==> config.mk <==
export PLATFORM = sky130hd
export DESIGN_NAME = way_store
export DESIGN_NICKNAME = d
export VERILOG_FILES = /design/src/source/way_store.sv
export VERILOG_INCLUDE_DIRS = /design/src /design/src/include
export SDC_FILE = /design/constraint.sdc
export NUM_CORES = 1
export LEC_CHECK = 0
export BUFFER_PORTS_ARGS = -buffer_cell sky130_fd_sc_hd__buf_2
export CAP_MARGIN = 15
export CORE_MARGIN = 2
export CORE_UTILIZATION = 50
export DETAILED_ROUTE_END_ITERATION = 10
export GPL_TIMING_DRIVEN = 1
export HOLD_SLACK_MARGIN = 0.12
export PLACE_DENSITY = 0.66
export RECOVER_POWER = 25
export SYNTH_ARGS = -nofsm -noshare
export SYNTH_HDL_FRONTEND = slang
export SYNTH_SLANG_ARGS = --single-unit
==> constraint.sdc <==
create_clock -name clk -period 6.1 [get_ports clk]
set_clock_uncertainty 0.1 [all_clocks]
set_input_delay 1.22 -clock clk [delete_from_list [all_inputs] [get_ports clk]]
set_output_delay 1.22 -clock clk [all_outputs]
set_load 0.02 [all_outputs]
==> src/include/cache_config.svh <==
// data cache bank geometry
`ifndef CACHE_CONFIG_SVH
`define CACHE_CONFIG_SVH

// set and way counts
`define CB_SETS        16
`define CB_WAYS        4

// line layout, 16 bytes per line
`define CB_LINE_BITS   128
`define CB_OFFSET_BITS 4
`define CB_INDEX_BITS  4

// what is left of a 32-bit address
`define CB_TAG_BITS    24

// out-of-order tag carried with each request
`define CB_OOO_BITS    8

`endif
==> src/source/way_store.sv <==
// per-way set storage with write bypass
`timescale 1ns/1ps
`include "cache_config.svh"

module way_store #(
    parameter type entry_t = logic [7:0]
) (
    input  logic                      clk,
    input  logic                      rst,
    input  logic [`CB_INDEX_BITS-1:0] rd_index,
    input  logic                      rd_en,
    output entry_t [`CB_WAYS-1:0]     rd_ways,
    input  logic [`CB_INDEX_BITS-1:0] wr_index,
    input  logic [`CB_WAYS-1:0]       wr_way_en,
    input  entry_t                    wr_entry
);
    entry_t mem [`CB_WAYS][`CB_SETS];

    always_ff @(posedge clk) begin
        if (rst) begin
            for (int w = 0; w < `CB_WAYS; w++) begin
                for (int s = 0; s < `CB_SETS; s++) begin
                    mem[w][s] <= '0;
                end
            end
        end else begin
            for (int w = 0; w < `CB_WAYS; w++) begin
                if (wr_way_en[w]) begin
                    mem[w][wr_index] <= wr_entry;
                end
            end
        end
    end

    // synchronous read, a write to the same set this cycle wins
    always_ff @(posedge clk) begin
        if (rst) begin
            rd_ways <= '0;
        end else if (rd_en) begin
            for (int w = 0; w < `CB_WAYS; w++) begin
                if (wr_way_en[w] && wr_index == rd_index) begin
                    rd_ways[w] <= wr_entry;
                end else begin
                    rd_ways[w] <= mem[w][rd_index];
                end
            end
        end
    end

    a_one_way_wr: assert property (@(posedge clk) disable iff (rst)
        $onehot0(wr_way_en))
        else $error("more than one way written");

endmodule

==> metrics <==
#FFs+latches synth 544; final wirelength 65.80 mm; Starting Density 50.56%; Power Total 0.008257 W; Syn Nets 1,928; CP max-delay cell clkbuf_1; Port Buffers between 50 and 60; Num CTS Buffers between 50 and 60; Worst setup SP type input pin; WL/cell 26.29 microns; first-iteration detailed-routing DRC count 1,905; CP endpoint kind register; global placer's final weighted congestion 0.8112; Clock Tree Root clkbuf_16; initial antenna violation count 1; sequential cell area 0.01353 sq mm; Overflow after GRT 0; hold buffers post-CTS 0; number of global-route vias before repair 15,480; Commonest cells post-synth 280 x dfxtp_1, 264 x edfxtp_1, 218 x o21ai_0; detailed-route DRC error count 0; total track usage between 20% and 30%; Longest Clk Path Bufs 3; number of synthesized flops with an enable pin 264; Switching Share between 20% and 30%; failing checks capacitance limit, slew limit; main flop type after synthesis dfxtp_1; critical path required time 6.47 ns; Die Span Y 220.8 microns; Gate Count Post-Synth 1,905; fin. max-slew vios between 40 and 50; power share of the sequential group 49.3%; Max Cap Viol 1; VDD IR-drop max 0.0002826 V; # fillers 3,850; Setup-failing EPs final 0; clk sinks between 500 and 600; DRT Pass-1 Iters 8; die width about 220 microns; setup TNS 0 ns; Die Area approximately 0.05 sq mm; Final min period 4.535 ns; Worst-Margin Slew around 2.1 ns; Nets approximately 1,900; share of layout cells above drive strength 1 15.25%; CP max FO between 80 and 90; CP Class in -> reg; Rows 79; PwrDens ~320 mW/mm^2; final core utilization 55.58%; Mapped Area 0.02349 sq mm; Area contributors post-synth edfxtp_1 34%, dfxtp_1 24%, mux4_2 12%; internal power between 0.006 and 0.007 W; largest area contributor in the netlist edfxtp_1; clock-pin slew on the worst setup and hold paths 0.06 ns; Critical Path, Cell by Cell buf_6 -> clkbuf_1 -> nor2b_1 -> nand4_1 -> mux2i_1 -> nor2_1; fin crit share 74.35%; Seq/Total Area, Yosys about 58%; asr flop ratio synth 0%; cts repair resizes 0; final hold vios 0; area of the multi-input gates 0.008990 sq mm; clk_lat worst skew 0.63 ns; RSZ-0062 raised after global routing false; worst endpoint data arrival time about 4.9 ns; TritonCTS clock tree done; Clk pwr share 42.9%; Synth Warn # 0; Post-CTS Setup Inserts 0; Syn Area/Cell 12.33 sq um; I/O pin cnt 55; class of the tightest hold or removal check reg -> reg; Switch Pwr about 0.0019 W; outcome finished, violations left; first-pass GRT wire length 98.04 mm; area fraction of the dominant cell type after synthesis between 30% and 40%; Lkg Pwr approximately 8.5 nW; Antenna Nets Post-Route 0; Largest stage delay, worst path 1.57 ns; Logic pwr share under 10%; pin count of the biggest net entering global routing 104; max frequency between 200 and 250 MHz; Area Growth Syn to Fin 9.929%; Yosys cell types 37; count leader, synth dfxtp_1; HPWL after DPL between 30 and 40 mm; average vias per placed instance 6.497; core area 0.04646 sq mm; H-Tree Depth 2; via count 16,260; Rel. slew slack -40.79%
[stage by stage]
step	instances	cell area [sq um]	hold WS (ns)	setup slack, ns
2_1_floorplan	1905	23490	0.3390	2.851
3_3_place_gp	2395	23980	0.3526	1.658
3_5_place_dp	2396	24010	0.3589	1.434
4_1_cts	2500	25910	0.3667	2.093
5_1_grt	2503	25820	0.3889	1.359
6_report	2503	25820	0.3690	1.565
[per-layer routing]
layer  vias up  track usage, %  share of wire (%)  wire length, microns
li1       7149               -                  -                     -
met3       123           4.027                7.6                  4975
met5         -               0                  0                     0
met2       785           43.81                 48                 31300
met4         0           8.978                2.8                  1873
met1      8205           37.94                 42                 27650
[sequential cells by signal (all words and copies together), names as in the netlist]
| name | cells |
|---|---|
| mem | 512 |
| rd_ways | 32 |
[critical path: cells and delay by family]
family        cells  cell delay (ns)
buf+inv           2             1.99
simple gates      3             1.39
mux               1             0.26
[worst paths after layout]
check / cells past startpoint / slack, ns / end / startpoint
worst min register to register: 2 / 0.37 / mem[0][421] / mem[0][421]
worst max register to register: 4 / 4.24 / rd_ways[27] / mem[0][411]
worst max-delay path: 6 / 1.56 / mem[0][285] / rst
worst min-delay path: 2 / 0.37 / mem[0][421] / mem[0][421]
[power groups by stage]
stage	Combinational, W	Clock [W]	Sequential, W
floorplan	0.000428	0	0.00414
global placement	0.000637	0	0.00414
detailed placement	0.000648	0	0.00414
CTS	0.000650	0.00358	0.00407
global route	0.000684	0.00371	0.00408
finish	0.000648	0.00354	0.00407
[cell usage in the layout, fill, tap and decap left out, types with 55 or more instances in the layout]
| master | instances |
|---|---|
| edfxtp_1 | 264 |
| clkbuf_16 | 55 |
| mux4_2 | 128 |
| nand3b_1 | 152 |
| nor2_1 | 56 |
| clkbuf_1 | 57 |
| dfxtp_1 | 280 |
| a22oi_1 | 64 |
| o21ai_0 | 225 |
| nand2_1 | 83 |
| a21oi_1 | 56 |
[layout make-up]
cell class | count | area share [%]
Clock buffer | 73 | 5.863
Tap cell | 607 | 2.941
Sequential cell | 544 | 52.41
Antenna cell | 1 | 0.009691
Clock inverter | 31 | 1.497
Inverter | 8 | 0.1163
Multi-Input combinational cell | 1137 | 34.81
Timing Repair Buffer | 102 | 2.350
[cells by family (layout without fill, tap and decap cells)]
| kind of cell | Yosys count | in the layout | synth area share [%] |
|---|---|---|---|
| xor+xnor | 4 | 4 | 0.1491 |
| simple gates | 543 | 543 | 13.45 |
| buf+inv | 224 | 214 | 4.128 |
| flops | 544 | 544 | 57.61 |
| compound gates | 445 | 445 | 11.65 |
| mux | 145 | 145 | 13.00 |
| other cells | 0 | 1 | 0 |
Note: power is estimated with default switching activity, not from simulation.
