[src/include/cache_config.svh]
// data cache bank geometry
`ifndef CACHE_CONFIG_SVH
`define CACHE_CONFIG_SVH

// set and way counts
`define CB_SETS        16
`define CB_WAYS        4

// line layout, 16 bytes per line
`define CB_LINE_BITS   128
`define CB_OFFSET_BITS 4
`define CB_INDEX_BITS  4

// what is left of a 32-bit address
`define CB_TAG_BITS    24

// out-of-order tag carried with each request
`define CB_OOO_BITS    8

`endif
[src/source/cache_pkg.sv]
// cache bank shared types
`include "cache_config.svh"

package cache_pkg;

    typedef enum logic [1:0] {
        OP_NOP,
        OP_LD,
        OP_ST,
        OP_INV
    } op_t;

    // pipeline request as it arrives
    typedef struct packed {
        op_t                     op;
        logic [31:0]             addr;
        logic [31:0]             wdata;
        logic [`CB_OOO_BITS-1:0] ooo_tag;
    } cache_req_t;

    // address already split into tag, set and word
    typedef struct packed {
        op_t                       op;
        logic [`CB_TAG_BITS-1:0]   tag;
        logic [`CB_INDEX_BITS-1:0] index;
        logic [1:0]                word;
        logic [31:0]               wdata;
        logic [`CB_OOO_BITS-1:0]   ooo_tag;
    } dec_req_t;

    typedef struct packed {
        logic                    valid;
        logic                    dirty;
        logic [`CB_TAG_BITS-1:0] tag;
    } tag_meta_t;

    typedef logic [`CB_LINE_BITS-1:0] line_t;

    // rdata is zero unless the op was a load
    typedef struct packed {
        logic [`CB_OOO_BITS-1:0] ooo_tag;
        logic [31:0]             rdata;
        logic                    hit;
    } cache_resp_t;

    // line address is {tag, index}
    typedef struct packed {
        logic [`CB_TAG_BITS+`CB_INDEX_BITS-1:0] addr;
    } miss_req_t;

    typedef struct packed {
        logic [`CB_TAG_BITS+`CB_INDEX_BITS-1:0] addr;
        line_t                                  line;
    } evict_t;

    typedef struct packed {
        line_t line;
    } fill_t;

endpackage

[src/source/resp_result.sv]
// response output register
`timescale 1ns/1ps

module resp_result (
    input  logic                  clk,
    input  logic                  rst,
    input  cache_pkg::cache_resp_t exe_resp,
    input  logic                  exe_valid,
    output logic                  exe_ready,
    output cache_pkg::cache_resp_t resp,
    output logic                  resp_valid,
    input  logic                  resp_ready
);
    // one entry, refilled in the same cycle it drains
    assign exe_ready = !resp_valid || resp_ready;

    always_ff @(posedge clk) begin
        if (rst) begin
            resp_valid <= 1'b0;
        end else if (exe_valid && exe_ready) begin
            resp_valid <= 1'b1;
        end else if (resp_ready) begin
            resp_valid <= 1'b0;
        end
    end

    always_ff @(posedge clk) begin
        if (exe_valid && exe_ready) begin
            resp <= exe_resp;
        end
    end

    a_resp_hold: assert property (@(posedge clk) disable iff (rst)
        resp_valid && !resp_ready |=> resp_valid && $stable(resp))
        else $error("resp changed under back-pressure");

endmodule

[config.mk]
export PLATFORM = sky130hd
export DESIGN_NAME = resp_result
export DESIGN_NICKNAME = d
export VERILOG_FILES = /design/src/source/cache_pkg.sv /design/src/source/resp_result.sv
export VERILOG_INCLUDE_DIRS = /design/src /design/src/include
export SDC_FILE = /design/constraint.sdc
export NUM_CORES = 1
export LEC_CHECK = 0
export ABC_AREA = 1
export BUFFER_PORTS_ARGS = -buffer_cell sky130_fd_sc_hd__buf_2
export CORE_UTILIZATION = 40
export CTS_CLUSTER_DIAMETER = 200
export CTS_CLUSTER_SIZE = 28
export DETAILED_ROUTE_END_ITERATION = 10
export GPL_TIMING_DRIVEN = 0
export PLACE_DENSITY = 0.78
export SLEW_MARGIN = 20
export SYNTH_ARGS = -nofsm -noshare
export SYNTH_HDL_FRONTEND = slang
export SYNTH_SLANG_ARGS = --single-unit
[constraint.sdc]
create_clock -name clk -period 3.9 [get_ports clk]
set_clock_uncertainty 0.2 [all_clocks]
set_input_delay 0.78 -clock clk [delete_from_list [all_inputs] [get_ports clk]]
set_output_delay 0.78 -clock clk [all_outputs]
set_load 0.005 [all_outputs]
==> results.tsv <==
metric	value	unit
cp_top_family	buffers and inverters	
max_slew.worst_pin.slew	684.9	ps
synth_area_leaders	edfxtp_1 96%, dfxtp_1 1.6%, a21oi_2 0.68%	
syn_to_final_growth	45.79	%
slew_headroom	54.24	%
htree_num_levels	2	
min_period_over_period	54.59	%
dr.pass1.iters	3	
setup_viol	0	
die-width	58.54	um
cp_slowest_cell	buf_2	
timing.rr.start	resp_valid	
critPathMaxStageDelay	130	ps
crit_type	in -> out	
port_buffers	87	
wl	2303	um
cts_root_buf	clkbuf_4	
regToRegSetupSlack	2210	ps
cts_buffer_depth	2	
power.density	430.7	nW/um^2
initial_core_util	41.89	%
worst_ep_required_time	2920	ps
path_cells	buf_2 > inv_2 > nand2_2 > buf_2	
status	finished clean	
hold_ws	350.6	ps
holdPathEnd	resp_valid	
synth_top_cell_by_area	edfxtp_1	
leakagePower	0.8001	nW
cp.depth	4	
synth_fp_nets	92	
drive_above_1_share	69.23	%
synth-seq-cells	42	
post_cts_buffers	0	
ys.flop_type	edfxtp_1	
drt_iter0_drc	7	
antenna_found_initial	0	
num_rows	20	
vdd_drop_max	0.2741	mV
clkLatencyLatePin	340	ps
finalWorstSetupSlack	1771	ps
io_pins	88	
path_clk_slew	120	ps
maxSlewViolCount	0	
ant_nets	0	
synth_area_per_cell	27.21	um^2
fin_crit	2129	ps
hold_class	reg -> reg	
synth_top_area_share	96.28	%
ctsHoldBuffers	0	
dieArea	3427	um^2
finalHoldViolCount	0	
reg2reg_to	resp[18]	
cts_made_buffers	5	
synth_edf_count	41	
rsz0062_at_grt	no	
ys_seq_area_share	97.85	%
synthArstFlopShare	0	%
tritoncts	built	
overflow	0	
hold_depth	2	
synth_cell_types	7	
cp-start-kind	input port	
via_count	804	
grt_pass1_wl	3436	um
die_h	58.54	um
track_usage	15.18	%
clock_sinks	42	
nets	187	
place_congestion	0.7066	
hold_start	resp_valid	
arrival	1150	ps
drt_drc_violations_left	0	
core	3053	um^2
cpMostUsedCell	buf_2	
syn_area	1279	um^2
clock.fmax	469.7	MHz
grt_pass1_vias	779	
critPathBufInv	3	
crit_path_end_kind	output port	
cap_violations	0	
ff2ff_path_depth	2	
synthCells	47	
grt_max_degree	23	
vias_per_cell	4.299	
yosys_warnings	0	
antenna_cells	0	
crit_fanout	2	
yosys.cell_count.top_type	edfxtp_1	
place_ws	1626	ps
cts-resized-gates	0	
routedWlPerCell	12.32	um
## power by group
| group | switching [W] | internal (W) |
|---|---|---|
| clock | 0.000133 | 0.0000705 |
| sequential | 0.00000649 | 0.000526 |
| combinational | 0.0000309 | 0.0000361 |
| total | 0.000170 | 0.000632 |
## registers in the layout, summed over array words and instances, names as in the netlist
name,cells
resp,41
resp_valid,1
## routing by layer
layer	track usage, %	routed length [um]
met1	12.71	747
met2	24.63	1204
met3	11.43	289
met4	10.20	61
met5	0	0
## layout by cell type (no fill, tap or decap)
| master | instances |
|---|---|
| nand2_2 | 1 |
| buf_2 | 87 |
| buf_16 | 1 |
| a21oi_2 | 1 |
| dfxtp_1 | 1 |
| clkbuf_1 | 1 |
| clkinvlp_4 | 2 |
| edfxtp_1 | 41 |
| clkbuf_4 | 5 |
| inv_2 | 1 |
| a21oi_4 | 1 |
| inv_1 | 1 |
## metrics by stage
step           TNS, ps  instances  utilization, %  total power (W)  cell area, um^2
2_1_floorplan        0         47               -        0.0005583             1279
5_1_grt              0        187           61.07        0.0008369             1864
6_report             0        187           61.07        0.0008029             1864
4_1_cts              0        187           61.07        0.0008109             1864
3_5_place_dp         0        179           59.22        0.0006115             1808
3_3_place_gp     -5833        178           57.95        0.0006034             1769
## cell families (layout without fill, tap and decap cells)
kind of cell    count (synthesis)  in the layout  share of synthesized area (%)
simple gates                    1              1                         0.4895
compound gates                  2              2                          1.076
buf+inv                         2             98                         0.5865
flops                          42             42                          97.85
## cell type report
class,instances,area [um^2]
sequential,42,1251
clock inverter,2,15.01
tap,44,55.05
clock buffer,6,41.29
fill,248,1189
inverter,2,7.507
timing repair buffer,88,462.9
multi-input combinational,3,31.28
## worst min-delay path, delay by kind of cell (launching register included)
family | cells | cell delay [ps]
flip-flops | 1 | 370
AO/OA/AOI/OAI | 1 | 50
AND/OR/NAND/NOR | 1 | 100
## how the worst max path moves through the flow
stage,start,end,slack (ps)
5_1_grt,resp_ready,exe_ready,1750
3_3_place_gp,exe_valid,resp[33],-140
2_1_floorplan,exe_valid,resp[0],400
6_report,resp_ready,exe_ready,1770
3_5_place_dp,exe_valid,resp[40],1630
4_1_cts,resp_ready,exe_ready,1770
No activity file was read; power rests on OpenSTA's default activity.
