--- config.mk ---
export PLATFORM = sky130hd
export DESIGN_NAME = req_decode
export DESIGN_NICKNAME = d
export VERILOG_FILES = /design/src/source/cache_pkg.sv /design/src/source/req_decode.sv
export VERILOG_INCLUDE_DIRS = /design/src /design/src/include
export SDC_FILE = /design/constraint.sdc
export NUM_CORES = 1
export LEC_CHECK = 0
export ABC_AREA = 1
export BUFFER_PORTS_ARGS = -buffer_cell sky130_fd_sc_hd__buf_2
export CORE_ASPECT_RATIO = 0.5
export CORE_UTILIZATION = 43
export CTS_CLUSTER_DIAMETER = 40
export DETAILED_ROUTE_END_ITERATION = 10
export MAX_ROUTING_LAYER = met4
export PLACE_DENSITY_LB_ADDON = 0.25
export REMOVE_ABC_BUFFERS = 1
export SLEW_MARGIN = 20
export SYNTH_ARGS = -nofsm -noshare
export SYNTH_HDL_FRONTEND = slang
export SYNTH_SLANG_ARGS = --single-unit
--- constraint.sdc ---
create_clock -name clk -period 4.2 [get_ports clk]
set_input_delay 0.42 -clock clk [delete_from_list [all_inputs] [get_ports clk]]
set_output_delay 0.42 -clock clk [all_outputs]
set_load 0.03 [all_outputs]
--- src/include/cache_config.svh ---
// data cache bank geometry
`ifndef CACHE_CONFIG_SVH
`define CACHE_CONFIG_SVH

// set and way counts
`define CB_SETS        16
`define CB_WAYS        4

// line layout, 16 bytes per line
`define CB_LINE_BITS   128
`define CB_OFFSET_BITS 4
`define CB_INDEX_BITS  4

// what is left of a 32-bit address
`define CB_TAG_BITS    24

// out-of-order tag carried with each request
`define CB_OOO_BITS    8

`endif
--- src/source/cache_pkg.sv ---
// cache bank shared types
`include "cache_config.svh"

package cache_pkg;

    typedef enum logic [1:0] {
        OP_NOP,
        OP_LD,
        OP_ST,
        OP_INV
    } op_t;

    // pipeline request as it arrives
    typedef struct packed {
        op_t                     op;
        logic [31:0]             addr;
        logic [31:0]             wdata;
        logic [`CB_OOO_BITS-1:0] ooo_tag;
    } cache_req_t;

    // address already split into tag, set and word
    typedef struct packed {
        op_t                       op;
        logic [`CB_TAG_BITS-1:0]   tag;
        logic [`CB_INDEX_BITS-1:0] index;
        logic [1:0]                word;
        logic [31:0]               wdata;
        logic [`CB_OOO_BITS-1:0]   ooo_tag;
    } dec_req_t;

    typedef struct packed {
        logic                    valid;
        logic                    dirty;
        logic [`CB_TAG_BITS-1:0] tag;
    } tag_meta_t;

    typedef logic [`CB_LINE_BITS-1:0] line_t;

    // rdata is zero unless the op was a load
    typedef struct packed {
        logic [`CB_OOO_BITS-1:0] ooo_tag;
        logic [31:0]             rdata;
        logic                    hit;
    } cache_resp_t;

    // line address is {tag, index}
    typedef struct packed {
        logic [`CB_TAG_BITS+`CB_INDEX_BITS-1:0] addr;
    } miss_req_t;

    typedef struct packed {
        logic [`CB_TAG_BITS+`CB_INDEX_BITS-1:0] addr;
        line_t                                  line;
    } evict_t;

    typedef struct packed {
        line_t line;
    } fill_t;

endpackage

--- src/source/req_decode.sv ---
// request intake and address split
`timescale 1ns/1ps
`include "cache_config.svh"

module req_decode (
    input  logic                       clk,
    input  logic                       rst,
    input  cache_pkg::cache_req_t      req,
    input  logic                       req_valid,
    output logic                       req_ready,
    output logic [`CB_INDEX_BITS-1:0]  rd_index,
    output cache_pkg::dec_req_t        dec,
    output logic                       dec_valid,
    input  logic                       dec_ready
);
    logic accept;

    // take a new request when empty or when execute drains the held one
    assign req_ready = !dec_valid || dec_ready;
    assign accept    = req_valid && req_ready;

    // keep the arrays pointed at the held set while stalled
    assign rd_index = accept ? req.addr[`CB_OFFSET_BITS +: `CB_INDEX_BITS] : dec.index;

    always_ff @(posedge clk) begin
        if (rst) begin
            dec_valid <= 1'b0;
        end else if (accept) begin
            dec_valid <= 1'b1;
        end else if (dec_ready) begin
            dec_valid <= 1'b0;
        end
    end

    always_ff @(posedge clk) begin
        if (accept) begin
            dec.op      <= req.op;
            dec.tag     <= req.addr[31 -: `CB_TAG_BITS];
            dec.index   <= req.addr[`CB_OFFSET_BITS +: `CB_INDEX_BITS];
            dec.word    <= req.addr[`CB_OFFSET_BITS-1:2];
            dec.wdata   <= req.wdata;
            dec.ooo_tag <= req.ooo_tag;
        end
    end

    // a stalled source keeps its request
    a_req_stable: assert property (@(posedge clk) disable iff (rst)
        req_valid && !req_ready |=> req_valid && $stable(req))
        else $error("req changed while stalled");

endmodule

==> metrics.cfg <==
[critical_path]
crit_fanout = 59
critical_path_class = reg2reg
max_stage_delay_ns = 0.74
r2r_setup_slack_ns = 2.10
crit_start = dec_valid
cp_slowest_cell = clkinv_2
crit_end = dec[8]
cp.required_ns = 4.28
r2r-end = dec[8]
r2r_cells = 4
r2r-start = dec_valid
worstSetupPathDepth = 4
path_cells = nand2_2 > nand2_2 > clkinv_2 > buf_4
path_buf_inv = 2
critPathTopFamily = buffers and inverters
cpMostUsedCell = nand2_2
worstPathArrival_ns = 2.18
endpoint_kind = flop
crit_path_start_kind = flop

[min_path]
min_path_type = in2reg

[floorplan]
num_rows = 18
die-area_sq_um = 5570
start_util_pct = 45.2
pin_count = 156
die_x_microns = 105
fp.coreArea_sq_um = 5000
die_h_microns = 53.3

[placement]
hpwl_mm = 3.54
port_buffers = 153
gp_congestion = 0.794
dpl.cell_count = 315

[drt]
drt_iter0_markers = 39
dr_wl_met2_mm = 2.51
highest_layer = met4
routedWlPerCell_microns = 13.9
wl_mm = 4.60
met1Wirelength_mm = 1.75
dr_wl_met3_microns = 309
vias = 1426
via_per_inst = 4.31
first_pass_iters = 4
post-route-drc-count = 0
antenna_left = 0

[power]
power_density_nw_per_um2 = 487
vdd_drop_max_mv = 0.243
p_leak_nw = 1.47

[sta]
setup_viol = 0
min_period_ns = 2.10
rsz0062_at_grt = no
post-route-period-util_pct = 50.1
tns_ns = 0
clock_skew_ns = 0.00501
final_max_slew_viol_count = 0
fmax_ghz = 0.475
maxSlewHeadroom_pct = 36.6
finalHoldViolCount = 0
worst_pin_slew_ns = 0.950

[synth]
yosys.area.top_type = edfxtp_1
synth_top_area_share_pct = 95.6
postSynthAreaPerCell_sq_um = 24.8
synth_common_cells = 72 x edfxtp_1, 8 x nand2_1, 4 x nand3_1
synthFlopType = edfxtp_1
synth-seq-area-share_pct = 96.5
async_flop_share_pct = 0
synthTopCellsByArea = edfxtp_1 96%, nand2_1 1.3%, dfxtp_1 0.89%, nand3_1 0.89%, nand2_2 0.55%
synth_edf_count = 72
post_synth_inst_count = 91
synth_area_sq_um = 2260
post-synth-top-count-cell = edfxtp_1
synth-warning-count = 0
ys_types = 8
ys_ff_latch = 73

[grt]
grt_pass1_wl_mm = 6.40
grt_pass1_vias = 1340
grt_max_degree = 60
grtUsageTotal_pct = 17.1
grt-ovfl-total = 0
antenna_found_initial = 0

[clock_tree]
cts_buffers = 9
cts_tree = yes
h-tree-depth = 3
cts_resized = 0
path_clk_slew_ns = 0.07
cts_max_path_buffers = 2
clock_sinks = 73
cts_hold_buf = 0
post-cts-setup-buffer-count = 0
clk_latency_ns = 0.33
ctsRootBufferMaster = clkbuf_8

[final_layout]
nNetsFinal = 334
drive_above_1_share_pct = 65.9
fin_cells = 331
syn_to_final_growth_pct = 47.4
nFillCells = 375
num_antenna_cells = 0

[outcome]
status = completed

[run]
cap_viol_max_count = 0

## layout by cell type, fill, tap and decap left out
cell type / n
a21oi_1: 1
buf_2: 153
buf_4: 1
bufinv_16: 2
clkbuf_8: 9
clkinv_1: 2
clkinv_2: 3
clkinvlp_4: 1
dfxtp_1: 1
edfxtp_1: 72
inv_1: 1
inv_2: 1
nand2_1: 8
nand2_2: 2
nand3_1: 4
## state kept, by name, indices dropped and copies added, names as in the netlist
name and flops:
dec 72, dec_valid 1
## final cells by class
cell class | instances | area (sq um) | area share, %
Sequential cell | 73 | 2180 | 65.5
Timing Repair Buffer | 154 | 773 | 23.2
Clock buffer | 9 | 124 | 3.72
Tap cell | 70 | 87.6 | 2.63
Clock inverter | 7 | 85.1 | 2.55
Multi-Input combinational cell | 15 | 67.6 | 2.03
Inverter | 3 | 12.5 | 0.376
## worst reg2reg max path, delay by kind of cell (launching register included)
family / cells / cell delay, ns
simple gates: 2 / 0.24
flops: 1 / 0.35
buf+inv: 2 / 1.26
## worst min path at each step
stage,startpoint,end,cells after the start
after floorplan,rst,dec_valid,1
after global placement,dec_valid,dec_valid,2
after detailed placement,dec_valid,dec_valid,2
after CTS,rst,dec_valid,2
after global routing,rst,dec_valid,2
final,rst,dec_valid,2
## per-layer routing
layer | GRT usage (%) | vias up
li1 | - | 684
met1 | 17.8 | 674
met2 | 29.2 | 64
met3 | 7.02 | 4
met4 | 8.57 | 0
met5 | - | -
## report_power, final
group,switching [mW],internal (mW),leakage [nW],total [mW]
Sequential,0.0107,0.852,0.705,0.863
Clock,0.237,0.328,0.104,0.565
Combinational,0.138,0.0566,0.663,0.194
## per-stage QoR
stage | hold WS, ns | utilization (%) | power (mW) | setup slack (ns) | cell area [sq um]
global route | 0.217 | 66.6 | 1.68 | 1.91 | 3330
detailed placement | 0.560 | 62.4 | 1.08 | 1.86 | 3120
CTS | 0.215 | 66.6 | 1.64 | 2.06 | 3330
global placement | 0.533 | 62.4 | 1.07 | 1.95 | 3120
finish | 0.233 | 66.6 | 1.62 | 2.10 | 3330
floorplan | 0.489 | - | 0.993 | 1.58 | 2260
## kinds of logic after synthesis
| kind of cell | after synthesis | synth area share [%] |
|---|---|---|
| DFF | 73 | 96.5 |
| and+or+nand+nor | 14 | 2.77 |
| buffers and inverters | 3 | 0.498 |
| AOI/OAI and AO/OA | 1 | 0.221 |
Note: power is estimated with default switching activity, not from simulation.
