[src/include/cache_config.svh]
// data cache bank geometry
`ifndef CACHE_CONFIG_SVH
`define CACHE_CONFIG_SVH

// set and way counts
`define CB_SETS        16
`define CB_WAYS        4

// line layout, 16 bytes per line
`define CB_LINE_BITS   128
`define CB_OFFSET_BITS 4
`define CB_INDEX_BITS  4

// what is left of a 32-bit address
`define CB_TAG_BITS    24

// out-of-order tag carried with each request
`define CB_OOO_BITS    8

`endif
[src/source/cache_pkg.sv]
// cache bank shared types
`include "cache_config.svh"

package cache_pkg;

    typedef enum logic [1:0] {
        OP_NOP,
        OP_LD,
        OP_ST,
        OP_INV
    } op_t;

    // pipeline request as it arrives
    typedef struct packed {
        op_t                     op;
        logic [31:0]             addr;
        logic [31:0]             wdata;
        logic [`CB_OOO_BITS-1:0] ooo_tag;
    } cache_req_t;

    // address already split into tag, set and word
    typedef struct packed {
        op_t                       op;
        logic [`CB_TAG_BITS-1:0]   tag;
        logic [`CB_INDEX_BITS-1:0] index;
        logic [1:0]                word;
        logic [31:0]               wdata;
        logic [`CB_OOO_BITS-1:0]   ooo_tag;
    } dec_req_t;

    typedef struct packed {
        logic                    valid;
        logic                    dirty;
        logic [`CB_TAG_BITS-1:0] tag;
    } tag_meta_t;

    typedef logic [`CB_LINE_BITS-1:0] line_t;

    // rdata is zero unless the op was a load
    typedef struct packed {
        logic [`CB_OOO_BITS-1:0] ooo_tag;
        logic [31:0]             rdata;
        logic                    hit;
    } cache_resp_t;

    // line address is {tag, index}
    typedef struct packed {
        logic [`CB_TAG_BITS+`CB_INDEX_BITS-1:0] addr;
    } miss_req_t;

    typedef struct packed {
        logic [`CB_TAG_BITS+`CB_INDEX_BITS-1:0] addr;
        line_t                                  line;
    } evict_t;

    typedef struct packed {
        line_t line;
    } fill_t;

endpackage

[src/source/hit_execute.sv]
// hit/miss engine for one cache bank
`timescale 1ns/1ps
`include "cache_config.svh"

module hit_execute (
    input  logic                                 clk,
    input  logic                                 rst,
    input  cache_pkg::dec_req_t                  dec,
    input  logic                                 dec_valid,
    output logic                                 dec_ready,
    input  cache_pkg::tag_meta_t [`CB_WAYS-1:0]  tags,
    input  cache_pkg::line_t [`CB_WAYS-1:0]      lines,
    output logic [`CB_INDEX_BITS-1:0]            tag_wr_index,
    output logic [`CB_WAYS-1:0]                  tag_wr_way_en,
    output cache_pkg::tag_meta_t                 tag_wr_entry,
    output logic [`CB_INDEX_BITS-1:0]            data_wr_index,
    output logic [`CB_WAYS-1:0]                  data_wr_way_en,
    output cache_pkg::line_t                     data_wr_entry,
    output cache_pkg::evict_t                    evict,
    output logic                                 evict_valid,
    input  logic                                 evict_ready,
    output cache_pkg::miss_req_t                 miss,
    output logic                                 miss_valid,
    input  logic                                 miss_ready,
    input  cache_pkg::fill_t                     fill,
    input  logic                                 fill_valid,
    output logic                                 fill_ready,
    output cache_pkg::cache_resp_t               exe_resp,
    output logic                                 exe_valid,
    input  logic                                 exe_ready
);
    import cache_pkg::*;

    localparam int WAY_BITS = $clog2(`CB_WAYS);

    typedef enum logic [2:0] {S_IDLE, S_EVICT, S_MISS, S_FILL, S_INSTALL} state_t;

    state_t              state;
    logic [WAY_BITS-1:0] rr_ptr [`CB_SETS];
    line_t               fill_line;
    line_t               base_line;
    logic [`CB_WAYS-1:0] hit_vec, way_onehot;
    logic [WAY_BITS-1:0] hit_way, free_way, victim, act_way;
    logic                hit_any, free_found, need_mem, need_evict, go_mem;
    logic                fire, tag_write, data_write;

    function automatic line_t merge_word(line_t line, logic [1:0] word, logic [31:0] data);
        line_t merged;
        merged = line;
        merged[{word, 5'b0} +: 32] = data;
        return merged;
    endfunction

    // descending scan leaves the lowest matching way
    always_comb begin
        hit_any    = 1'b0;
        hit_way    = '0;
        free_found = 1'b0;
        free_way   = '0;
        for (int w = `CB_WAYS-1; w >= 0; w--) begin
            hit_vec[w] = tags[w].valid && (tags[w].tag == dec.tag);
            if (hit_vec[w]) begin
                hit_any = 1'b1;
                hit_way = WAY_BITS'(w);
            end
            if (!tags[w].valid) begin
                free_found = 1'b1;
                free_way   = WAY_BITS'(w);
            end
        end
        way_onehot          = '0;
        way_onehot[act_way] = 1'b1;
    end

    assign victim  = free_found ? free_way : rr_ptr[dec.index];
    assign act_way = hit_any ? hit_way : victim;

    // a miss needs memory, and so does an invalidate of a dirty line
    assign need_mem   = (dec.op == OP_LD || dec.op == OP_ST) && !hit_any;
    assign need_evict = (need_mem || (dec.op == OP_INV && hit_any))
                        && tags[act_way].valid && tags[act_way].dirty;
    assign go_mem     = dec_valid && (need_mem || need_evict);

    assign exe_valid = (state == S_IDLE && dec_valid && !go_mem) || state == S_INSTALL;
    assign fire      = exe_valid && exe_ready;
    assign dec_ready = exe_ready && ((state == S_IDLE && !go_mem) || state == S_INSTALL);

    assign base_line  = (state == S_INSTALL) ? fill_line : lines[act_way];
    assign tag_write  = state == S_INSTALL || dec.op == OP_ST || (dec.op == OP_INV && hit_any);
    assign data_write = dec.op == OP_ST || (state == S_INSTALL && dec.op != OP_INV);

    // array writes land only when the response leaves
    assign tag_wr_index   = dec.index;
    assign tag_wr_way_en  = (fire && tag_write) ? way_onehot : '0;
    assign tag_wr_entry   = '{valid: dec.op != OP_INV, dirty: dec.op == OP_ST, tag: dec.tag};
    assign data_wr_index  = dec.index;
    assign data_wr_way_en = (fire && data_write) ? way_onehot : '0;
    assign data_wr_entry  = (dec.op == OP_ST) ? merge_word(base_line, dec.word, dec.wdata)
                                              : base_line;

    assign exe_resp.ooo_tag = dec.ooo_tag;
    assign exe_resp.rdata   = (dec.op == OP_LD) ? base_line[{dec.word, 5'b0} +: 32] : '0;
    assign exe_resp.hit     = (state == S_IDLE) ? (hit_any && dec.op != OP_NOP)
                                                : (dec.op == OP_INV);

    assign evict.addr  = {tags[act_way].tag, dec.index};
    assign evict.line  = lines[act_way];
    assign evict_valid = state == S_EVICT;
    assign miss.addr   = {dec.tag, dec.index};
    assign miss_valid  = state == S_MISS;
    assign fill_ready  = state == S_FILL;

    always_ff @(posedge clk) begin
        if (rst) begin
            state <= S_IDLE;
            for (int s = 0; s < `CB_SETS; s++) begin
                rr_ptr[s] <= '0;
            end
        end else begin
            case (state)
                S_IDLE:    if (go_mem) state <= need_evict ? S_EVICT : S_MISS;
                S_EVICT:   if (evict_ready) state <= (dec.op == OP_INV) ? S_INSTALL : S_MISS;
                S_MISS:    if (miss_ready) state <= S_FILL;
                S_FILL:    if (fill_valid) state <= S_INSTALL;
                S_INSTALL: if (exe_ready) state <= S_IDLE;
                default:   state <= S_IDLE;
            endcase
            // pointer moves only when it picked the victim
            if (fire && state == S_INSTALL && dec.op != OP_INV && !free_found) begin
                rr_ptr[dec.index] <= rr_ptr[dec.index] + 1'b1;
            end
        end
    end

    always_ff @(posedge clk) begin
        if (fill_valid && fill_ready) begin
            fill_line <= fill.line;
        end
    end

    a_single_hit: assert property (@(posedge clk) disable iff (rst)
        dec_valid |-> $onehot0(hit_vec))
        else $error("tag present in more than one way");

    // a pending write-back keeps its address and line
    a_evict_hold: assert property (@(posedge clk) disable iff (rst)
        evict_valid && !evict_ready |=> evict_valid && $stable(evict))
        else $error("evict changed while stalled");

endmodule

[config.mk]
export PLATFORM = sky130hd
export DESIGN_NAME = hit_execute
export DESIGN_NICKNAME = d
export VERILOG_FILES = /design/src/source/cache_pkg.sv /design/src/source/hit_execute.sv
export VERILOG_INCLUDE_DIRS = /design/src /design/src/include
export SDC_FILE = /design/constraint.sdc
export NUM_CORES = 1
export LEC_CHECK = 0
export BUFFER_PORTS_ARGS = -buffer_cell sky130_fd_sc_hd__buf_2
export CAP_MARGIN = 5
export CORE_AREA = 2 2 478 480
export CTS_BUF_LIST = sky130_fd_sc_hd__clkbuf_8
export DETAILED_ROUTE_END_ITERATION = 7
export DIE_AREA = 0 0 480 482
export PLACE_DENSITY_LB_ADDON = 0.25
export SKIP_CTS_REPAIR_TIMING = 1
export SYNTH_ARGS = -nofsm -noshare
export SYNTH_HDL_FRONTEND = slang
export SYNTH_SLANG_ARGS = --single-unit
[constraint.sdc]
create_clock -name clk -period 10.3 [get_ports clk]
set_clock_uncertainty 0.2 [all_clocks]
set_input_delay 2.06 -clock clk [delete_from_list [all_inputs] [get_ports clk]]
set_output_delay 2.06 -clock clk [all_outputs]
set_load 0.01 [all_outputs]
==> results of run 1 <==
## cells by family after synthesis
group | share of synthesized area (%)
and+or+nand+nor | 19.5
AOI/OAI and AO/OA | 30.5
buffers and inverters | 8.84
DFF | 29.8
xor gates and xnor gates | 5.42
muxes | 5.25
adders and majority gates | 0.690
## cells in the final DEF (no fill, tap or decap), types with 17 or more instances in the layout
cell type / n
a221o_1: 67
xnor2_1: 17
nand3_1: 102
xor2_1: 84
o21ai_1: 55
o21ai_0: 78
a22o_1: 37
a221oi_1: 36
a31oi_1: 96
nor2_1: 148
o22ai_1: 34
buf_4: 40
a222oi_1: 24
nand2_1: 297
diode_2: 70
clkbuf_8: 17
nor4_1: 33
mux2i_1: 71
o221ai_1: 32
a32o_1: 62
buf_2: 1205
edfxtp_1: 160
nor3_1: 52
a32oi_1: 64
## power breakdown
group,switching [mW],internal [mW]
Sequential,0.0224,0.757
Clock,0.374,0.223
Combinational,0.948,0.474
## worst max-delay path by stage
| stage | to | slack [ns] | depth (start not counted) |
|---|---|---|---|
| floorplan | data_wr_entry[40] | 3.25 | 12 |
| global placement | exe_resp[22] | 0.54 | 12 |
| detailed placement | exe_resp[22] | 0.54 | 12 |
| CTS | exe_resp[22] | 0.54 | 12 |
| global route | exe_resp[22] | 0.33 | 12 |
| finish | exe_resp[22] | 0.46 | 12 |
## metrics by stage
step,cell area [um^2],instances,total power [mW]
finish,26000,6089,2.80
global route,25900,6064,2.91
CTS,25800,6019,2.84
detailed placement,25400,5987,2.22
global placement,25400,5987,2.23
floorplan,16300,1986,1.38
## cell type report
type,instances,area [um^2]
clock buffers,17,234
diodes,70,175
multi-input cells,1547,10200
well taps,3009,3760
repair buffers,1255,6530
clock inverters,15,169
inverters,13,50.0
flip-flops and latches,163,4860
fillers,26600,200000
## worst max-delay path: cells and delay by family
| kind | cells | cell delay (ns) |
|---|---|---|
| AO/OA/AOI/OAI | 7 | 3.10 |
| buffers and inverters | 3 | 1.20 |
| multiplexers | 1 | 0.39 |
| AND/OR/NAND/NOR | 1 | 0.66 |
## layer usage
| layer | vias up | wire length [um] | track usage (%) |
|---|---|---|---|
| met5 | - | 527 | 0 |
| met4 | 82 | 11500 | 8.39 |
| met3 | 473 | 18600 | 5.33 |
| met2 | 1942 | 113000 | 33.4 |
| met1 | 12100 | 81200 | 19.8 |
| li1 | 9853 | - | - |
## sequential cells by signal (all words and copies together), names as in the netlist
signal,count
fill_line,128
state,3
rr_ptr,32
==> impl_metrics.tcl, run 1 <==
set metrics [dict create \
    r2r_cells 9 \
    slowest_delay_ns 0.79 \
    clk_latency_ns 0.65 \
    dr.pass1.iters 8 \
    synth_common_cells "nand2_1, edfxtp_1, nor2_1, clkbuf_1, nand3_1" \
    area_delta_synth_final_pct 59.0 \
    netlist_area_um2 16300 \
    drive_gt1_share_pct 44.4 \
    yosysSeqAreaShare_pct 29.8 \
    hold_viol 0 \
    cts_tree "built" \
    r2r_end "state[1]" \
    antenna_found_initial 226 \
    portBuffers 1206 \
    syn_avg_cell_area_um2 8.22 \
    min_to "state[0]" \
    cpMaxStageDelayCell "a2bb2oi_1" \
    fin_ws_ns 0.463 \
    numCtsBuffers 17 \
    utilization_pct 11.5 \
    crit_top_cell "buf_2" \
    finalCritPeriodShare_pct 95.5 \
    cp-end-kind "primary output" \
    rsz0062_at_grt "no" \
    ctsLongestPathBuffers 2 \
    synth_top_area_cell "edfxtp_1" \
    fp.dieW_um 480 \
    ff2ff_setup_slack_ns 6.68 \
    post-place-ws_ns 0.542 \
    synth_edf_count 160 \
    crit_path_start "dec[45]" \
    overflow 0 \
    crit_chain "buf_2 -> mux2_2 -> o22ai_1 -> o21ai_0 -> a2bb2oi_1 -> a31o_4 -> buf_4 -> a32oi_1 -> a31oi_1 -> a221oi_1 -> nor3_1 -> buf_2" \
    synthFlopType "edfxtp_1" \
    ioPinCount 1223 \
    p_per_area_nw_per_um2 108 \
    crit_type "in -> out" \
    via_per_inst 4.01 \
    period_needed_ns 9.84 \
    maxCapViolCount 0 \
    start_util_pct 7.21 \
    ys_seq_elements 163 \
    drt_iter0_markers 2521 \
    yosysMostFrequentCell "nand2_1" \
    synth_top_area_share_pct 29.4 \
    design.core.area_um2 226000 \
    grt_use_total_pct 18.5 \
    synth.distinct_cells 72 \
    arrival_ns 7.58 \
    dp_hpwl_mm 190 \
    worst-path-max-fanout 33 \
    rows 175 \
    grt_max_degree 78 \
    holdWs_ns 0.413 \
    status "complete, but fails checks" \
    synthArstFlopShare_pct 0 \
    die_height_um 482 \
    tightest_slew_ns 1.20 \
    max_freq_ghz 0.102 \
    hold_class "reg -> reg" \
    cts_root_buf "clkbuf_8" \
    power.leakage_nw 10.6 \
    hp-start "state[2]" \
    whs_path_depth 2 \
    synthCells 1986 \
    ir_worst_vdd_v 0.0000772 \
    vias 24400 \
    setup_viol 0 \
    drtAntennaViolNets 0 \
    design.die.area_um2 231000 \
    violations "design-rule violations" \
    wirelength_mm 225 \
    drc 1 \
    cts_num_sinks 163 \
    nets 3829 \
    synth_nets 2818 \
    gp_congestion 0.912 \
    routedWlPerCell_um 36.9 \
    tns_ns 0 \
    grt_pass1_wl_mm 274 \
    critPathRequiredTime_ns 8.04 \
    max_slew_margin_pct 19.8 \
    cts.clk_slew.worst_paths_ns 0.13 \
    cp-start-kind "input pin" \
    r2r_start "rr_ptr[5][0]" \
    yosysWarnings 0 \
    grt_pass1_vias 23200 \
    htreeDepth 4 \
    drv_slew 0 \
    synth.area.top_cells "edfxtp_1, nand2_1, xor2_1" \
]
No activity file was read; power rests on OpenSTA's default activity.
==> run 2, diff against run 1 <==
--- a/config.mk
+++ b/config.mk
@@ -6,12 +6,13 @@
 export SDC_FILE = /design/constraint.sdc
 export NUM_CORES = 1
 export LEC_CHECK = 0
+export ABC_AREA = 1
 export BUFFER_PORTS_ARGS = -buffer_cell sky130_fd_sc_hd__buf_2
 export CAP_MARGIN = 5
-export CORE_AREA = 2 2 478 480
+export CORE_AREA = 2 2 477 479
 export CTS_BUF_LIST = sky130_fd_sc_hd__clkbuf_8
 export DETAILED_ROUTE_END_ITERATION = 7
-export DIE_AREA = 0 0 480 482
+export DIE_AREA = 0 0 479 481
 export PLACE_DENSITY_LB_ADDON = 0.25
 export SKIP_CTS_REPAIR_TIMING = 1
 export SYNTH_ARGS = -nofsm -noshare
==> constraint.sdc (replaced) <==
create_clock -name clk -period 10 [get_ports clk]
set_clock_uncertainty 0.2 [all_clocks]
set_input_delay 2 -clock clk [delete_from_list [all_inputs] [get_ports clk]]
set_output_delay 2 -clock clk [all_outputs]
set_load 0.01 [all_outputs]
==> run 2 against run 1 <==
  * Critical path type unchanged
  * Setup slack improved by 0.097 ns
  * Highest routed layer unchanged
  * Hold slack got worse by 0.022 ns
  * The flow now finishes without violations
  * Synthesized area rose by 5.6%
  * Largest cell class unchanged
  * Combinational power rose by 64%
  * Sequential share of layout area fell by 0.70 points
==> impl_metrics.tcl, run 2 <==
set metrics [dict create \
    critPathRequiredTime_ns 7.80 \
    pwr-share-comb_pct 61.7 \
    ioPinCount 1223 \
    synthArstFlopShare_pct 0 \
    drtAntennaViolNets 0 \
    rows 175 \
    path_buf_inv 5 \
    p_per_area_nw_per_um2 140 \
    r2r_cells 6 \
    ys_seq_elements 163 \
    hp-start "state[0]" \
    top_register "fill_line" \
    crit_type "in -> out" \
    wirelength_mm 221 \
    design.die.area_um2 230000 \
    start_util_pct 7.64 \
    yosysMostFrequentCell "nand2_1" \
    r2r_start "state[1]" \
    dr.pass1.iters 7 \
    synth_top_area_share_pct 30.6 \
    drt_iter0_markers 2174 \
    hold_class "reg -> reg" \
    nets 4865 \
    drive_gt1_share_pct 34.2 \
    grt_use_total_pct 18.4 \
    worst-path-stages 23 \
    clk_latency_ns 0.66 \
    synth.area.top_cells "nand2_1, edfxtp_1, inv_1" \
    fp.dieW_um 479 \
    cts_num_sinks 163 \
    whs_path_depth 4 \
    numCtsBuffers 17 \
    power_mw 3.78 \
    yosysSeqAreaShare_pct 28.2 \
    design.core.area_um2 226000 \
    dp_hpwl_mm 195 \
    p_int_mw 1.63 \
    synth_top_area_cell "nand2_1" \
    mostFrequentLayoutCell "nand2_1" \
    sw_frac_of_total_pct 56.9 \
    top_regs "fill_line x128, rr_ptr x32, state x3" \
    routedWlPerCell_um 31.2 \
    tightest_slew_ns 1.33 \
    power_switching_mw 2.15 \
    synth_edf_count 160 \
    hold_viol 0 \
    power_frac_clock_pct 16.8 \
    portBuffers 1206 \
    crit_top_cell "nand2_1" \
    grt_pass1_vias 24800 \
    crit_path_start "dec[59]" \
    die_height_um 481 \
    vias 25800 \
    grt_pass1_wl_mm 272 \
    n_fill_cell 26800 \
    synth_nets 3792 \
    synthFlopType "edfxtp_1" \
    via_per_inst 3.63 \
    max_slew_margin_pct 10.2 \
    ctsLongestPathBuffers 2 \
    largest_register_ffs 128 \
    synth.distinct_cells 39 \
    ir_worst_vdd_v 0.000108 \
    status "complete, no violations" \
    htreeDepth 4 \
    slowest_delay_ns 0.59 \
    max_freq_ghz 0.106 \
    layout_common_cells "nand2_1, buf_2, inv_1, nand3_1, edfxtp_1" \
    seqPwrFrac_pct 21.5 \
    yosysWarnings 0 \
    arrival_ns 7.24 \
    syn_avg_cell_area_um2 5.83 \
    cp_top_family "simple AND/OR/NAND/NOR gates" \
    drc 0 \
    gp_congestion 0.935 \
    cp-end-kind "primary output" \
    tns_ns 0 \
    overflow 0 \
    finalCritPeriodShare_pct 94.4 \
    synthCells 2960 \
    cpMaxStageDelayCell "nor2_4" \
    netlist_area_um2 17200 \
    cts.clk_slew.worst_paths_ns 0.11 \
    setup_viol 0 \
    period_needed_ns 9.44 \
    power.leakage_nw 13.7 \
    antenna_found_initial 192 \
    area_delta_synth_final_pct 56.3 \
    synth_common_cells "nand2_1, inv_1, nand3_1, edfxtp_1, nor2_1" \
    rsz0062_at_grt "no" \
    cts_tree "built" \
    worst-path-max-fanout 28 \
    grt_max_degree 69 \
    cts_root_buf "clkbuf_8" \
    maxCapViolCount 0 \
    cp-start-kind "input pin" \
    drv_slew 0 \
    crit_chain "buf_2 -> inv_2 -> nand2_1 -> nand2_1 -> nor2_1 -> nand2_1 -> nor2_1 -> nand2_1 -> nor2_2 -> nor2_2 -> nand3_2 -> nand2_4 -> nor2_4 -> buf_4 -> nand2_1 -> nand2_1 -> inv_2 -> nand3_1 -> o21ai_1 -> nand2_1 -> nand3_1 -> a21oi_1 -> buf_2" \
]
-- run 2: changes by cell type in the layout (fill, tap and decap cells not counted), moves of 64 or more --
cell | before | now
nand2_1 | 297 | 1404
a221o_1 | 67 | 2
nand3_1 | 102 | 188
a31oi_1 | 96 | 0
a32oi_1 | 64 | 0
mux2i_1 | 71 | 7
o22ai_1 | 34 | 104
xor2_1 | 84 | 7
inv_1 | 11 | 331
-- run 2: worst min-delay path, delay by kind of cell, from the launching register on --
family        cells  cell delay, ns
simple gates      3            0.14
flops             1            0.34
buf+inv           1            0.08
-- run 2: final cells by class --
cell class / instances / area [um^2] / share of cell area, %
clock buffers: 17 / 234 / 0.868
clock inverters: 15 / 156 / 0.580
well taps: 3009 / 3760 / 14.0
repair buffers: 1284 / 6700 / 24.9
flip-flops and latches: 163 / 4860 / 18.0
diodes: 46 / 115 / 0.427
inverters: 374 / 1420 / 5.25
multi-input cells: 2193 / 9710 / 36.0
-- run 2: worst paths after layout --
check | slack, ns | to
setup / recovery | 0.56 | exe_resp[19]
setup reg to reg | 6.07 | fill_line[123]
hold / removal | 0.39 | state[0]
hold reg to reg | 0.39 | state[0]
-- run 2: logic make-up after synthesis --
logic type               synth area share, %
flip-flops                              28.2
buffers and inverters                   15.9
XOR/XNOR                                1.02
AO/OA/AOI/OAI                           11.3
multiplexers                           0.464
adder cells (fa/ha/maj)                0.653
AND/OR/NAND/NOR                         42.5
-- run 2: through the flow --
step / hold WS, ns / setup slack [ns] / std cells / area [um^2] / util (%)
after floorplan: 0.342 / 1.85 / 2960 / 17200 / -
after global placement: 0.380 / 0.637 / 7022 / 26400 / 11.7
after detailed placement: 0.372 / 0.648 / 7022 / 26400 / 11.7
after CTS: 0.390 / 0.667 / 7054 / 26800 / 11.9
after global routing: 0.455 / 0.442 / 7070 / 26900 / 11.9
final: 0.392 / 0.560 / 7101 / 27000 / 11.9
-- run 2: metal layers --
| metal | vias up | GRT usage (%) | wire (um) |
|---|---|---|---|
| met4 | 94 | 5.53 | 6920 |
| met2 | 1616 | 30.9 | 104000 |
| met5 | - | 0 | 593 |
| met1 | 12100 | 22.4 | 90800 |
| met3 | 365 | 5.79 | 19300 |
| li1 | 11500 | - | - |
-- run 2: power by group through the flow --
stage	Clock (mW)	Combinational, mW	Sequential [mW]
after floorplan	0	0.874	0.819
after global placement	0	2.41	0.831
after detailed placement	0	2.40	0.829
after CTS	0.689	2.40	0.814
after global routing	0.693	2.49	0.816
final	0.635	2.33	0.812
==> run 3, diff against run 2 <==
==> constraint.sdc (replaced) <==
create_clock -name clk -period 12.1 [get_ports clk]
set_clock_uncertainty 0.2 [all_clocks]
set_input_delay 2.42 -clock clk [delete_from_list [all_inputs] [get_ports clk]]
set_output_delay 2.42 -clock clk [all_outputs]
set_load 0.01 [all_outputs]
==> run 3 against run 2 <==
  * Sequential cell count stayed put
  * Core utilization shrank 0.059 points
  * Sequential share of layout area up 0.089 points
  * Hold slack gained 0.0056 ns
  * Non-clock buffer count shrank 28
  * Largest power group unchanged
==> impl_metrics.tcl, run 3 (synthesized netlist as in run 2, its figures left out) <==
set metrics [dict create \
    slowest_delay_ns 0.80 \
    hold_viol 0 \
    largest_register_ffs 128 \
    power.leakage_nw 13.6 \
    worst-path-stages 23 \
    drv_slew 0 \
    cp_top_family "simple AND/OR/NAND/NOR gates" \
    portBuffers 1206 \
    tns_ns 0 \
    ioPinCount 1223 \
    cts_num_sinks 163 \
    ir_worst_vdd_v 0.0000908 \
    cts.clk_slew.worst_paths_ns 0.14 \
    die_height_um 481 \
    cp-end-kind "primary output" \
    cp-start-kind "input pin" \
    drtAntennaViolNets 0 \
    use_met3_pct 6.79 \
    via_per_inst 3.63 \
    grt_pass1_wl_mm 272 \
    drive_gt1_share_pct 33.8 \
    gp_congestion 0.916 \
    design.core.area_um2 226000 \
    whs_path_depth 4 \
    drt_iter0_markers 2242 \
    nets 4837 \
    grt_use_total_pct 18.4 \
    grt_pass1_vias 24800 \
    use_met2_pct 30.4 \
    max_slew_margin_pct 15.5 \
    setup_viol 0 \
    worst-path-max-fanout 56 \
    mostFrequentLayoutCell "nand2_1" \
    dp_hpwl_mm 192 \
    antenna_found_initial 203 \
    drc 0 \
    rsz0062_at_grt "no" \
    htreeDepth 4 \
    rows 175 \
    grt.busiest_layer "met2" \
    utilization_pct 11.9 \
    design.die.area_um2 230000 \
    period_needed_ns 9.98 \
    start_util_pct 7.64 \
    numCtsBuffers 17 \
    fp.dieW_um 479 \
    vias 25700 \
    area_delta_synth_final_pct 55.5 \
    finalCritPeriodShare_pct 82.5 \
    p_per_area_nw_per_um2 117 \
    clk_latency_ns 0.67 \
    cts_root_buf "clkbuf_8" \
    layout_common_cells "nand2_1, buf_2, inv_1, nand3_1, edfxtp_1" \
    hold_class "reg -> reg" \
    arrival_ns 7.36 \
    path_buf_inv 5 \
    crit_chain "buf_2 -> inv_2 -> nand2_1 -> nand2_1 -> nor2_1 -> nand2_1 -> nor2_1 -> nand2_1 -> nor2_2 -> nor2_2 -> nand3_2 -> nand2_4 -> nor2_4 -> buf_12 -> nand2_1 -> nand2_1 -> inv_1 -> nand3_1 -> o21ai_0 -> nand2_1 -> nand3_1 -> a21oi_1 -> buf_2" \
    crit_top_cell "nand2_1" \
    crit_type "in -> out" \
    ctsLongestPathBuffers 2 \
    routedWlPerCell_um 31.1 \
    grt_max_degree 103 \
    cts_tree "built" \
    cpMaxStageDelayCell "a21oi_1" \
    tightest_slew_ns 1.26 \
    top_regs "fill_line x128, rr_ptr x32, state x3" \
    maxCapViolCount 0 \
    overflow 0 \
    grtUsageMet1_pct 21.8 \
    status "complete, no violations" \
    r2r_cells 7 \
    wirelength_mm 220 \
    max_freq_ghz 0.100 \
    dr.pass1.iters 6 \
    critPathRequiredTime_ns 9.48 \
    top_register "fill_line" \
]
run 3: cell count changes in the layout (fill, tap and decap cells not counted), sizes merged:
| cell | change |
|---|---|
| diode | +4 |
| clkinvlp | +2 |
| clkinv | -7 |
| bufinv | +2 |
| buf | -28 |
| inv | +3 |
run 3: final cells by class:
cell class | count | area [um^2]
fillers | 26800 | 199000
multi-input cells | 2193 | 9710
repair buffers | 1256 | 6490
flip-flops and latches | 163 | 4860
well taps | 3009 | 3760
inverters | 374 | 1420
clock buffers | 17 | 234
clock inverters | 15 | 216
diodes | 50 | 125
run 3: layer usage:
layer | up-vias | wire length [um] | part of all wire, %
li1 | 11500 | - | -
met1 | 12100 | 88800 | 40
met2 | 1585 | 102000 | 46
met3 | 398 | 20800 | 9.4
met4 | 118 | 8230 | 3.7
met5 | - | 781 | 0.35
run 3: metrics by stage:
step | power, mW | cell area (um^2) | setup WS [ns] | hold slack [ns] | cells
after floorplan | 1.40 | 17200 | 3.53 | 0.342 | 2960
after global placement | 2.65 | 26200 | 1.87 | 0.370 | 6994
after detailed placement | 2.64 | 26200 | 2.08 | 0.374 | 6994
after CTS | 3.26 | 26700 | 2.08 | 0.397 | 7026
after global routing | 3.34 | 26700 | 1.94 | 0.452 | 7041
final | 3.13 | 26800 | 2.12 | 0.397 | 7077
run 3: worst paths after layout:
kind,startpoint,end,slack (ns)
hold reg to reg,state[0],state[0],0.40
setup / recovery,dec[59],exe_resp[23],2.12
setup reg to reg,state[1],rr_ptr[15][0],8.46
hold / removal,state[0],state[0],0.40
run 3: worst reg2reg max path: cells and delay by family (launching register included):
family | cells | cell delay [ns]
and+or+nand+nor | 6 | 2.11
DFF | 1 | 0.36
buffers and inverters | 1 | 0.66
run 3: power by group:
group / switching (mW) / internal, mW / total (mW)
sequential: 0.0162 / 0.654 / 0.670
combinational: 1.40 / 0.493 / 1.89
clock: 0.341 / 0.231 / 0.572
